===== config.mk =====
export PLATFORM = sky130hd
export DESIGN_NAME = la32_result
export DESIGN_NICKNAME = d
export VERILOG_FILES = /design/src/la32_pkg.sv /design/src/la32_result.sv
export SDC_FILE = /design/constraint.sdc
export NUM_CORES = 1
export LEC_CHECK = 0
export BUFFER_PORTS_ARGS = -buffer_cell sky130_fd_sc_hd__buf_2
export CORE_MARGIN = 8
export CORE_UTILIZATION = 47
export CTS_CLUSTER_SIZE = 24
export DETAILED_ROUTE_END_ITERATION = 16
export GPL_TIMING_DRIVEN = 0
export PLACE_DENSITY = 0.86
export SLEW_MARGIN = 25
export SYNTH_ARGS = -nofsm -noshare
export SYNTH_HDL_FRONTEND = slang
export SYNTH_SLANG_ARGS = --single-unit

===== constraint.sdc =====
create_clock -name clk -period 2 [get_ports clk]
set_input_delay 0.2 -clock clk [delete_from_list [all_inputs] [get_ports clk]]
set_output_delay 0.2 -clock clk [all_outputs]
set_load 0.02 [all_outputs]

===== src/la32_pkg.sv =====
package la32_pkg;

    localparam int DATA_WIDTH     = 32;
    localparam int REG_ADDR_WIDTH = 5;

    localparam logic [DATA_WIDTH-1:0]     INST_BYTES = 4;
    localparam logic [REG_ADDR_WIDTH-1:0] LINK_REG   = 1;

    typedef enum logic [3:0] {
        ALU_ADD,
        ALU_SUB,
        ALU_SLT,
        ALU_NOR,
        ALU_AND,
        ALU_OR,
        ALU_XOR,
        ALU_SLL,
        ALU_SRL,
        ALU_SRA,
        ALU_MUL,
        ALU_MULH,
        ALU_NONE
    } la32_alu_op_e;

    // major opcodes, matched against the top bits of the word
    localparam logic [9:0] MAJ_3R   = 10'b0000000000;
    localparam logic [9:0] MAJ_UI5  = 10'b0000000001;
    localparam logic [6:0] MAJ_SI12 = 7'b0000001;
    localparam logic [3:0] MAJ_SI20 = 4'b0001;
    localparam logic [1:0] MAJ_BJ   = 2'b01;
    // ld.w lives at inst[31:22], not executed here
    localparam logic [9:0] MAJ_LD_W = 10'b0010100010;

    // 3R and UI5 minor codes in inst[21:15]
    localparam logic [6:0] OP_ADD_W   = 7'b0100000;
    localparam logic [6:0] OP_SUB_W   = 7'b0100010;
    localparam logic [6:0] OP_SLT     = 7'b0100100;
    localparam logic [6:0] OP_SLTU    = 7'b0100101;
    localparam logic [6:0] OP_NOR     = 7'b0101000;
    localparam logic [6:0] OP_AND     = 7'b0101001;
    localparam logic [6:0] OP_OR      = 7'b0101010;
    localparam logic [6:0] OP_XOR     = 7'b0101011;
    localparam logic [6:0] OP_SLL_W   = 7'b0101110;
    localparam logic [6:0] OP_SRL_W   = 7'b0101111;
    localparam logic [6:0] OP_SRA_W   = 7'b0110000;
    localparam logic [6:0] OP_MUL_W   = 7'b0111000;
    localparam logic [6:0] OP_MULH_W  = 7'b0111001;
    localparam logic [6:0] OP_MULH_WU = 7'b0111010;
    localparam logic [6:0] OP_DIV_W   = 7'b1000000;
    localparam logic [6:0] OP_SLLI_W  = 7'b0000001;
    localparam logic [6:0] OP_SRLI_W  = 7'b0001001;
    localparam logic [6:0] OP_SRAI_W  = 7'b0010001;

    // si12 minor codes in inst[24:22]
    localparam logic [2:0] OP_SLTI   = 3'b000;
    localparam logic [2:0] OP_SLTUI  = 3'b001;
    localparam logic [2:0] OP_ADDI_W = 3'b010;
    localparam logic [2:0] OP_ANDI   = 3'b101;
    localparam logic [2:0] OP_ORI    = 3'b110;
    localparam logic [2:0] OP_XORI   = 3'b111;

    // si20 minor codes in inst[27:25]
    localparam logic [2:0] OP_LU12I_W   = 3'b010;
    localparam logic [2:0] OP_PCADDU12I = 3'b110;

    // branch and jump minor codes in inst[29:26]
    localparam logic [3:0] OP_JIRL = 4'b0011;
    localparam logic [3:0] OP_B    = 4'b0100;
    localparam logic [3:0] OP_BL   = 4'b0101;
    localparam logic [3:0] OP_BEQ  = 4'b0110;
    localparam logic [3:0] OP_BNE  = 4'b0111;
    localparam logic [3:0] OP_BLT  = 4'b1000;
    localparam logic [3:0] OP_BGE  = 4'b1001;
    localparam logic [3:0] OP_BLTU = 4'b1010;
    localparam logic [3:0] OP_BGEU = 4'b1011;

    typedef struct packed {
        logic [DATA_WIDTH-1:0]     pc;
        la32_alu_op_e              op;
        logic                      is_unsigned;
        logic [DATA_WIDTH-1:0]     operand1;
        logic [DATA_WIDTH-1:0]     operand2;
        logic                      rw_en;
        logic [REG_ADDR_WIDTH-1:0] rw_addr;
        logic                      taken;
        logic [DATA_WIDTH-1:0]     target;
        logic                      illegal;
    } la32_id_info_t;

    typedef struct packed {
        logic [DATA_WIDTH-1:0]     pc;
        logic [DATA_WIDTH-1:0]     alu_result;
        logic                      rw_en;
        logic [REG_ADDR_WIDTH-1:0] rw_addr;
        logic                      taken;
        logic [DATA_WIDTH-1:0]     target;
        logic                      illegal;
    } la32_ex_info_t;

    typedef struct packed {
        logic [DATA_WIDTH-1:0]     next_pc;
        logic                      rw_en;
        logic [REG_ADDR_WIDTH-1:0] rw_addr;
        logic [DATA_WIDTH-1:0]     rw_data;
        logic                      illegal;
    } la32_result_t;

endpackage


===== src/la32_result.sv =====
`timescale 1ns/1ps

module la32_result (
    input  logic                                clk,
    input  logic                                rst_n,
    input  logic                                req,
    input  logic                                ex_valid,
    input  la32_pkg::la32_ex_info_t             ex_info,
    output logic                                wr_en,
    output logic [la32_pkg::REG_ADDR_WIDTH-1:0] wr_addr,
    output logic [la32_pkg::DATA_WIDTH-1:0]     wr_data,
    output logic                                ack,
    output la32_pkg::la32_result_t              result
);

    logic [la32_pkg::DATA_WIDTH-1:0] next_pc;
    logic                            wr_ok;

    assign next_pc = ex_info.taken ? ex_info.target : ex_info.pc + la32_pkg::INST_BYTES;
    assign wr_ok   = ex_info.rw_en && !ex_info.illegal;

    // regfile captures this on the same edge that raises ack
    assign wr_en   = ex_valid && wr_ok;
    assign wr_addr = ex_info.rw_addr;
    assign wr_data = ex_info.alu_result;

    always_ff @(posedge clk or negedge rst_n) begin
        if (!rst_n) begin
            ack    <= 1'b0;
            result <= '0;
        end else begin
            if (ex_valid) begin
                ack            <= 1'b1;
                result.next_pc <= next_pc;
                result.rw_en   <= wr_ok;
                result.rw_addr <= wr_ok ? ex_info.rw_addr : '0;
                result.rw_data <= wr_ok ? ex_info.alu_result : '0;
                result.illegal <= ex_info.illegal;
            end else if (!req) begin
                ack <= 1'b0;
            end
        end
    end

    // ack only answers a request still held
    a_ack_needs_req: assert property (@(posedge clk) disable iff (!rst_n)
        $rose(ack) |-> $past(req));

endmodule


### Word level (Yosys, flattened, before mapping)

Index checks and enable logic that the tools add are counted.

| operators by class | value |
|---|---|
| add/subtract/negate cells | 1 |
| equal/unequal tests | 1 |
| mux-type cells | 5 |
| reductions and logical operators | 3 |

Operator list:

| cell | number |
|---|---|
| $mux 32 | 2 |
| $add 32x3->32 const B | 1 |
| $mux 5 | 1 |
| $logic_and 1x1->1 | 2 |
| $mux 1 | 2 |
| $ne 2x1->1 const B | 1 |
| $logic_not 1->1 | 1 |

| storage, ports and cells | value |
|---|---|
| register bits after elaboration | 72 |
| output and inout port bits | 110 |

### Longest topological paths before layout

Gate-level depths: netlist (run 1).

| depth | value |
|---|---|
| depth in word-level cells | 3 |
| mapped depth | 6 |
| depth with buffers taken out | 6 |

### Worst setup path before layout (run 1)

No wires, ideal clock.

| timing | value |
|---|---|
| path type | input to register |
| start point | input port ex_info[74] in the netlist's numbering |
| end point | register result[69] in the netlist's numbering |
| library setup time | 0.144 ns |
| arrival | 1.238 ns |
| required time | 1.856 ns |
| path slack | 0.617 ns |
| stages | 6 |
| path buffers | 0 |
| path through | ha_1 -> nand3_1 -> nor3_4 -> nand3_1 -> xor2_1 -> o221ai_1 |

| between the ends | value |
|---|---|
| cells in the longest elaborated chain, start to end | 2 |

Ends and longest elaborated chain:

| what | line | text |
|---|---|---|
| start: declaration | la32_result.sv:8 | `input la32_pkg::la32_ex_info_t ex_info,` |
| $add 32x3->32 | la32_result.sv:19 | `assign next_pc = ex_info.taken ? ex_info.target : ex_info.pc + la32_pkg::INST_BYTES;` |
| $mux 32 | la32_result.sv:19 |  |
| end: declaration | la32_result.sv:13 | `output la32_pkg::la32_result_t result` |

No other way between the ends.
A chain may end at the register's enable or synchronous reset.

### Worst setup path after layout (run 1)

| timing | value |
|---|---|
| start point | input port ex_valid |
| end point | output port wr_en |

| between the ends | value |
|---|---|
| cells in the longest elaborated chain, start to end | 1 |

Ends and longest elaborated chain:

| what | line | text |
|---|---|---|
| start: declaration | la32_result.sv:7 | `input logic ex_valid,` |
| $logic_and 1x1->1 | la32_result.sv:23 | `assign wr_en = ex_valid && wr_ok;` |
| end: declaration | la32_result.sv:9 | `output logic wr_en,` |

No other way between the ends.

==> summary.md, run 1 <==
| Metric | Value |
|---|---|
| DRC violation count after routing | `0` |
| Site Rows | `32` |
| Final Hold Viols | `0` |
| PD cells | `712 mW/mm2` |
| Sequential area share after synthesis | `49.0%` |
| Most frequent cells in the layout | `218 x buf_2, 72 x dfrtp_1, 39 x buf_4, 37 x a22o_1, 22 x a21oi_1` |
| Overall power | `3.64 mW` |
| Prevailing post-synth register cell | `dfrtp_1` |
| Clock buffer depth | `2` |
| CP Class | `in -> out` |
| Hold slack | `0.0643 ns` |
| IO Port Bufs | `216` |
| DR pass1 iterations | `4` |
| XOR/XNOR Fraction of Synth Area | `6.19%` |
| First-pass GRT wire length | `around 20000 um` |
| Hold Path Class | `in -> reg` |
| Worst-path cell chain | `buf_2 > inv_1 > nor3b_1 > clkbuf_1 > buf_2` |
| Main combinational cell family by area after synthesis | `compound AO/OA/AOI/OAI gates` |
| Antenna diodes | `0` |
| # H-tree levels | `3` |
| RSZ-0062 raised after global routing | `false` |
| Post-synthesis adder-cell area fraction | `0.340%` |
| Total wire length | `between 10000 and 15000 um` |
| Max VDD drop | `359 uV` |
| Num Clock Sinks | `72` |
| Ratio of cells with drive above 1 in the final layout | `around 49%` |
| Fillers | `around 620` |
| Chip Height | `roughly 100 um` |
| Die X | `104 um` |
| Initial drt markers | `138` |
| Syn_nets | `463` |
| Synth cell types | `37` |
| Critical path arrival | `1.56 ns` |
| Final Max Slew Viols | `0` |
| Number of synthesized register bits | `72` |
| Cells after Synth | `354` |
| # IOs | `218` |
| Final clock skew | `0 ns` |
| Antenna violations before repair | `1` |
| Syn avg cell area | `10.4 um2` |
| Most numerous cell on the critical path | `buf_2` |
| TritonCTS Buffers | `9` |
| Leak | `2.76 nW` |
| Post-route cell area | `0.00511 mm2` |
| Endpoints failing setup | `0` |
| Die Area | `0.0109 mm2` |
| Post-synth EDFFs | `0` |
| GRT Util Overall | `a little under a quarter` |
| Min Tclk post-route | `roughly 1.8 ns` |
| Syn. warnings | `0` |
| DP HPWL | `10400 um` |
| Routed WL per cell | `18.5 um` |
| Final Net Count | `692` |
| Root buffer cell | `clkbuf_8` |
| Cell Area, Synth | `between 0.003 and 0.004 mm2` |
| Overflow after GRT | `0` |
| Status | `finished clean` |
| Slew HR | `58.5%` |
| Post-DRT Antenna Nets | `0` |
| Reg clk slew, reported paths | `0.08 ns` |
| Part of the cycle the worst path needs | `87.9%` |
| Initial Util | `between 40% and 50%` |
| Mux contribution to synthesized area | `2.35%` |
| Max Clk Rate | `0.569 GHz` |
| Core area | `0.00765 mm2` |
| Pin count of the biggest net entering global routing | `46` |
| Vias/cell | `5.24` |
| CTS tree | `yes` |
| Crit-path leading delay family | `buffers and inverters` |
| Max FO, Critical Path | `10` |
| Most common cell after layout, fill and taps aside | `buf_2` |
| Setup TNS | `0 ns` |
| CP Launch Type | `primary input` |
| WP buf/inv | `4` |
| Worst Tran Pin Value | `between 0.6 and 0.7 ns` |
| CP endpoint kind | `output port` |
| CP required | `between 1.5 and 2 ns` |
| Worst skew pair latency | `0.33 ns` |
| Number of global-route vias before repair | `3739` |
| Slowest Stage Delay on Critical Path | `0.45 ns` |
| Synth async-reset ratio | `100%` |
| Area after DPL | `0.00492 mm2` |
| Critical-path cell with the highest stage delay | `clkbuf_1` |
| Synth Area in Compound Gates | `17.0%` |
| Simple logic cell fraction of the synthesized area | `13.7%` |
| Routability cong. | `0.849` |
| Layout overhead on the synthesized area | `39.0%` |
| Max_cap viols | `0` |
| DR vias | `~3.6k` |
-- routing by layer --
metal  track usage [%]  part of all wire (%)  vias up
met1              26.7                    40     1737
met2              39.8                    51      154
met4              5.48                  0.72        2
met5                 0                 0.086        -
li1                  -                     -     1703
met3              7.74                   8.1       12
-- cells by family after synthesis --
logic type,Yosys count
buffers and inverters,71
adder cells (fa/ha/maj),1
AND/OR/NAND/NOR,85
AO/OA/AOI/OAI,91
flip-flops,72
multiplexers,8
XOR/XNOR,26
-- worst min-delay path, delay by kind of cell --
family	cells	cell delay [ns]
simple gates	2	0.09
buf+inv	1	0.07
-- synthesized netlist by cell type (2+ instances only) --
cell type | count | area [um2]
nand2_1 | 13 | 48.8
nor2_1 | 9 | 33.8
a22o_1 | 37 | 324
buf_2 | 3 | 15.0
nor3_1 | 2 | 10.0
mux2_2 | 5 | 56.3
a21oi_1 | 22 | 110
nand3_1 | 21 | 105
xor2_1 | 19 | 166
nand4_1 | 9 | 56.3
nor4_1 | 2 | 12.5
clkbuf_1 | 17 | 63.8
o221ai_1 | 5 | 43.8
and3_1 | 20 | 125
dfrtp_1 | 72 | 1800
mux2i_1 | 3 | 30.0
xnor2_1 | 7 | 61.3
buf_4 | 38 | 285
and4_2 | 2 | 20.0
o21ai_0 | 17 | 85.1
inv_1 | 11 | 41.3
o21ai_1 | 5 | 25.0
-- registers in the layout, summed over array words and instances, names as in the netlist --
name,cells
ack,1
result,71
-- area by class of cell --
cell class,instances,area (um2),area share [%]
Sequential cell,72,1800,35.2
Clock buffer,9,124,2.42
Clock inverter,6,61.3,1.20
Inverter,11,41.3,0.808
Multi-Input combinational cell,211,1460,28.5
Buffer,60,379,7.42
Timing Repair Buffer,218,1120,21.9
Tap cell,102,128,2.50
-- stage by stage --
| step | util (%) | std cells | setup WS [ns] |
|---|---|---|---|
| finish | 66.9 | 689 | 0.241 |
| global route | 66.9 | 689 | 0.122 |
| CTS | 66.9 | 689 | 0.240 |
| detailed placement | 64.3 | 673 | 0.158 |
| global placement | 63.9 | 672 | 0.193 |
| floorplan | - | 354 | 0.617 |
-- path summary, 6_finish.rpt --
check                        endpoint  cells past startpoint        from  slack, ns
max in group asynchronous  result[53]                      3       rst_n       1.07
min                               ack                      3         req       0.06
max                             wr_en                      5    ex_valid       0.24
min in group asynchronous   result[8]                      2       rst_n       0.35
min reg2reg                result[38]                      1  result[38]       0.48
max reg2reg                result[59]                      2  result[59]       1.23
-- power by group --
group          leakage [nW]  switching [mW]  total, mW  internal (mW)
logic                  1.75           0.533      0.889          0.356
registers             0.921          0.0623       1.64           1.57
clock network        0.0948           0.550       1.12          0.565
-- repair_timing --
item | 4_1_cts | 5_1_grt
hold buffers | 1 | 0
setup buffers | 0 | 0
endpoints found under the hold margin | 27 | 0
gates resized for setup | 0 | 0
Power figures use the tool's default switching activity.
==> inputs of run 2 (changes only) <==
--- a/config.mk
+++ b/config.mk
@@ -6,6 +6,7 @@
 export NUM_CORES = 1
 export LEC_CHECK = 0
 export BUFFER_PORTS_ARGS = -buffer_cell sky130_fd_sc_hd__buf_2
+export CORE_ASPECT_RATIO = 1.5
 export CORE_MARGIN = 8
 export CORE_UTILIZATION = 47
 export CTS_CLUSTER_SIZE = 24
==> constraint.sdc (replaced) <==
create_clock -name clk -period 2.1 [get_ports clk]
set_input_delay 0.21 -clock clk [delete_from_list [all_inputs] [get_ports clk]]
set_output_delay 0.21 -clock clk [all_outputs]
set_load 0.02 [all_outputs]
==> run 2 against run 1 <==
Against the previous run:
- clock skew is the same
- sequential power shrank 5%
- utilization grew 2.3 points
- sequential cell count did not move
- sequential share of layout area shrank 1.0 points
- power up 14%
- worst hold slack better by 0.029 ns
- via count is 1.2% higher
- worst setup slack improved by 0.11 ns
- highest routed layer is now met4
==> summary.md, run 2 (synthesis results as in run 1) <==
| Metric | Value |
|---|---|
| Slew HR | `59.1% (was 58.5%)` |
| Hold slack | `0.0931 ns (was 0.0643 ns)` |
| Endpoints failing setup | `0 (unchanged)` |
| Clock buffer depth | `2 (unchanged)` |
| Max Clk Rate | `between 0.5 and 0.6 GHz` |
| Critical path origin | `ex_valid (unchanged)` |
| Post-route cell area | `0.00526 mm2 (was 0.00511 mm2)` |
| Antenna violations before repair | `0 (was 1)` |
| Initial drt markers | `120 (was 138)` |
| RSZ-0062 raised after global routing | `false (unchanged)` |
| Final Hold Viols | `0 (unchanged)` |
| Final Max Slew Viols | `0 (unchanged)` |
| CP endpoint kind | `output port (unchanged)` |
| Fin cells | `689 (unchanged)` |
| P_sw | `1.11 mW (was 1.14 mW)` |
| # H-tree levels | `3 (unchanged)` |
| Ratio of cells with drive above 1 in the final layout | `48.2% (was 48.6%)` |
| Final WS setup | `0.348 ns (was 0.241 ns)` |
| Reg with most FFs | `result (unchanged)` |
| Largest regs | `result: 71 flops, ack: 1 flops (unchanged)` |
| DR vias | `3650 (was 3608)` |
| CTS tree | `yes (unchanged)` |
| Post-DRT Antenna Nets | `0 (unchanged)` |
| Share of power burned in registers | `37.8% (was 45.0%)` |
| Site Rows | `39 (was 32)` |
| IO Port Bufs | `216 (unchanged)` |
| First-pass GRT wire length | `19800 um (was 20300 um)` |
| Worst hold stages | `3 (unchanged)` |
| # IOs | `218 (unchanged)` |
| Min Tclk post-route | `1.75 ns` |
| Total wire length | `13000 um (was 12700 um)` |
| Overall power | `4.14 mW (was 3.64 mW)` |
| Chip Height | `124 um (was 104 um)` |
| Sw frac | `26.8% (was 31.4%)` |
| Reg2Reg Launch Point | `result[50] (was result[59])` |
| Cts repair resizes | `0 (unchanged)` |
| Max VDD drop | `445 uV (was 359 uV)` |
| Area after DPL | `0.00492 mm2 (unchanged)` |
| Pre-CTS WS | `0.244 ns (was 0.158 ns)` |
| Part of the cycle the worst path needs | `83.4%` |
| Die X | `88.2 um (was 104 um)` |
| Fillers | `614 (was 616)` |
| Max FFs per register | `71 (unchanged)` |
| Antenna diodes | `0 (unchanged)` |
| Hold Path Class | `in -> reg (unchanged)` |
| Routed WL per cell | `18.9 um (was 18.5 um)` |
| Most common cell after layout, fill and taps aside | `buf_2 (unchanged)` |
| RR Endpoint | `result[50] (was result[59])` |
| CP Class | `in -> out (unchanged)` |
| Reg clk slew, reported paths | `0.05 ns (was 0.08 ns)` |
| Pin count of the biggest net entering global routing | `48 (was 46)` |
| Status | `finished clean (unchanged)` |
| Hold Buf Count CTS | `1 (unchanged)` |
| HP Start | `req (unchanged)` |
| Num Clock Sinks | `72 (unchanged)` |
| Logic gate share of total power | `20.6% (was 24.4%)` |
| Setup TNS | `0 ns (unchanged)` |
| Clock Power Share | `41.6% (was 30.6%)` |
| Number of global-route vias before repair | `3875 (was 3739)` |
| GRT Util Overall | `23.3% (was 23.0%)` |
| CP required | `1.89 ns (was 1.80 ns)` |
| Final Net Count | `692 (unchanged)` |
| Final clock skew | `0 ns (unchanged)` |
| TritonCTS Buffers | `9 (unchanged)` |
| Initial Util | `48.3% (was 48.1%)` |
| Max_cap viols | `0 (unchanged)` |
| Placed cell count | `673 (unchanged)` |
| Flop2flop setup slack | `1.32 ns (was 1.23 ns)` |
| DR pass1 iterations | `4 (unchanged)` |
| Root buffer cell | `clkbuf_16 (was clkbuf_8)` |
| Routability cong. | `0.869 (was 0.849)` |
| Max FO, Critical Path | `10 (unchanged)` |
| Overflow after GRT | `0 (unchanged)` |
| Core Util, Final | `69.1% (was 66.9%)` |
| Vias/cell | `5.30 (was 5.24)` |
| DP HPWL | `10500 um (was 10400 um)` |
| Most frequent cells in the layout | `218 x buf_2, 72 x dfrtp_1, 39 x buf_4, 37 x a22o_1, 22 x a21oi_1 (unchanged)` |
| Leak | `2.83 nW (was 2.76 nW)` |
| Internal Pwr Total | `3.03 mW (was 2.50 mW)` |
| Post-CTS Repair Setup Buffers | `0 (unchanged)` |
| CP Launch Type | `primary input (unchanged)` |
| Die Area | `0.0110 mm2 (was 0.0109 mm2)` |
| Layout overhead on the synthesized area | `43.1% (was 39.0%)` |
| Worst skew pair latency | `0.32 ns (was 0.33 ns)` |
| DRC violation count after routing | `0 (unchanged)` |
| Core area | `0.00761 mm2 (was 0.00765 mm2)` |
| WHS Endpoint | `ack (unchanged)` |
| PD cells | `786 mW/mm2 (was 712 mW/mm2)` |
| R2R depth | `1 (was 2)` |
| Critical path arrival | `1.54 ns (was 1.56 ns)` |
| Worst Tran Pin Value | `0.614 ns (was 0.622 ns)` |
-- run 2: cell count changes in the layout (fill, tap and decap cells not counted), sizes merged --
cell,change
clkinvlp,-1
clkbuf,+3
bufinv,+2
clkinv,-4
-- run 2: routing by layer --
| layer | global-route usage (%) | up-vias | part of all wire, % |
|---|---|---|---|
| li1 | - | 1701 | - |
| met1 | 23.2 | 1726 | 35 |
| met2 | 41.1 | 193 | 52 |
| met3 | 8.19 | 30 | 9.9 |
| met4 | 10.6 | 0 | 3.0 |
| met5 | 0 | - | 0 |
-- run 2: worst max-delay path by stage --
stage,end,depth (start not counted),slack [ns]
after floorplan,result[69],6,0.71
after global placement,result[69],7,0.27
after detailed placement,result[69],7,0.24
after CTS,wr_en,5,0.33
after global routing,wr_en,5,0.26
final,wr_en,5,0.35
-- run 2: power groups by stage --
| stage | Sequential, mW | Combinational [mW] | Clock, mW |
|---|---|---|---|
| floorplan | 1.73 | 0.309 | 0 |
| finish | 1.56 | 0.852 | 1.72 |
| detailed placement | 1.59 | 0.853 | 0 |
| global placement | 1.58 | 0.827 | 0 |
| CTS | 1.56 | 0.859 | 1.76 |
| global route | 1.58 | 0.915 | 1.80 |
-- run 2: cell type report --
| cell class | count | area, um2 | area share [%] |
|---|---|---|---|
| inverters | 11 | 41.3 | 0.784 |
| well taps | 102 | 128 | 2.42 |
| plain buffers | 60 | 379 | 7.20 |
| clock buffers | 12 | 246 | 4.68 |
| clock inverters | 3 | 90.1 | 1.71 |
| multi-input cells | 211 | 1460 | 27.7 |
| repair buffers | 218 | 1120 | 21.3 |
| flip-flops and latches | 72 | 1800 | 34.2 |
-- run 2: critical path, cell delays in order --
cell	delay (ns)
buf_2	0.18
inv_1	0.12
nor3b_1	0.35
clkbuf_1	0.43
buf_2	0.26
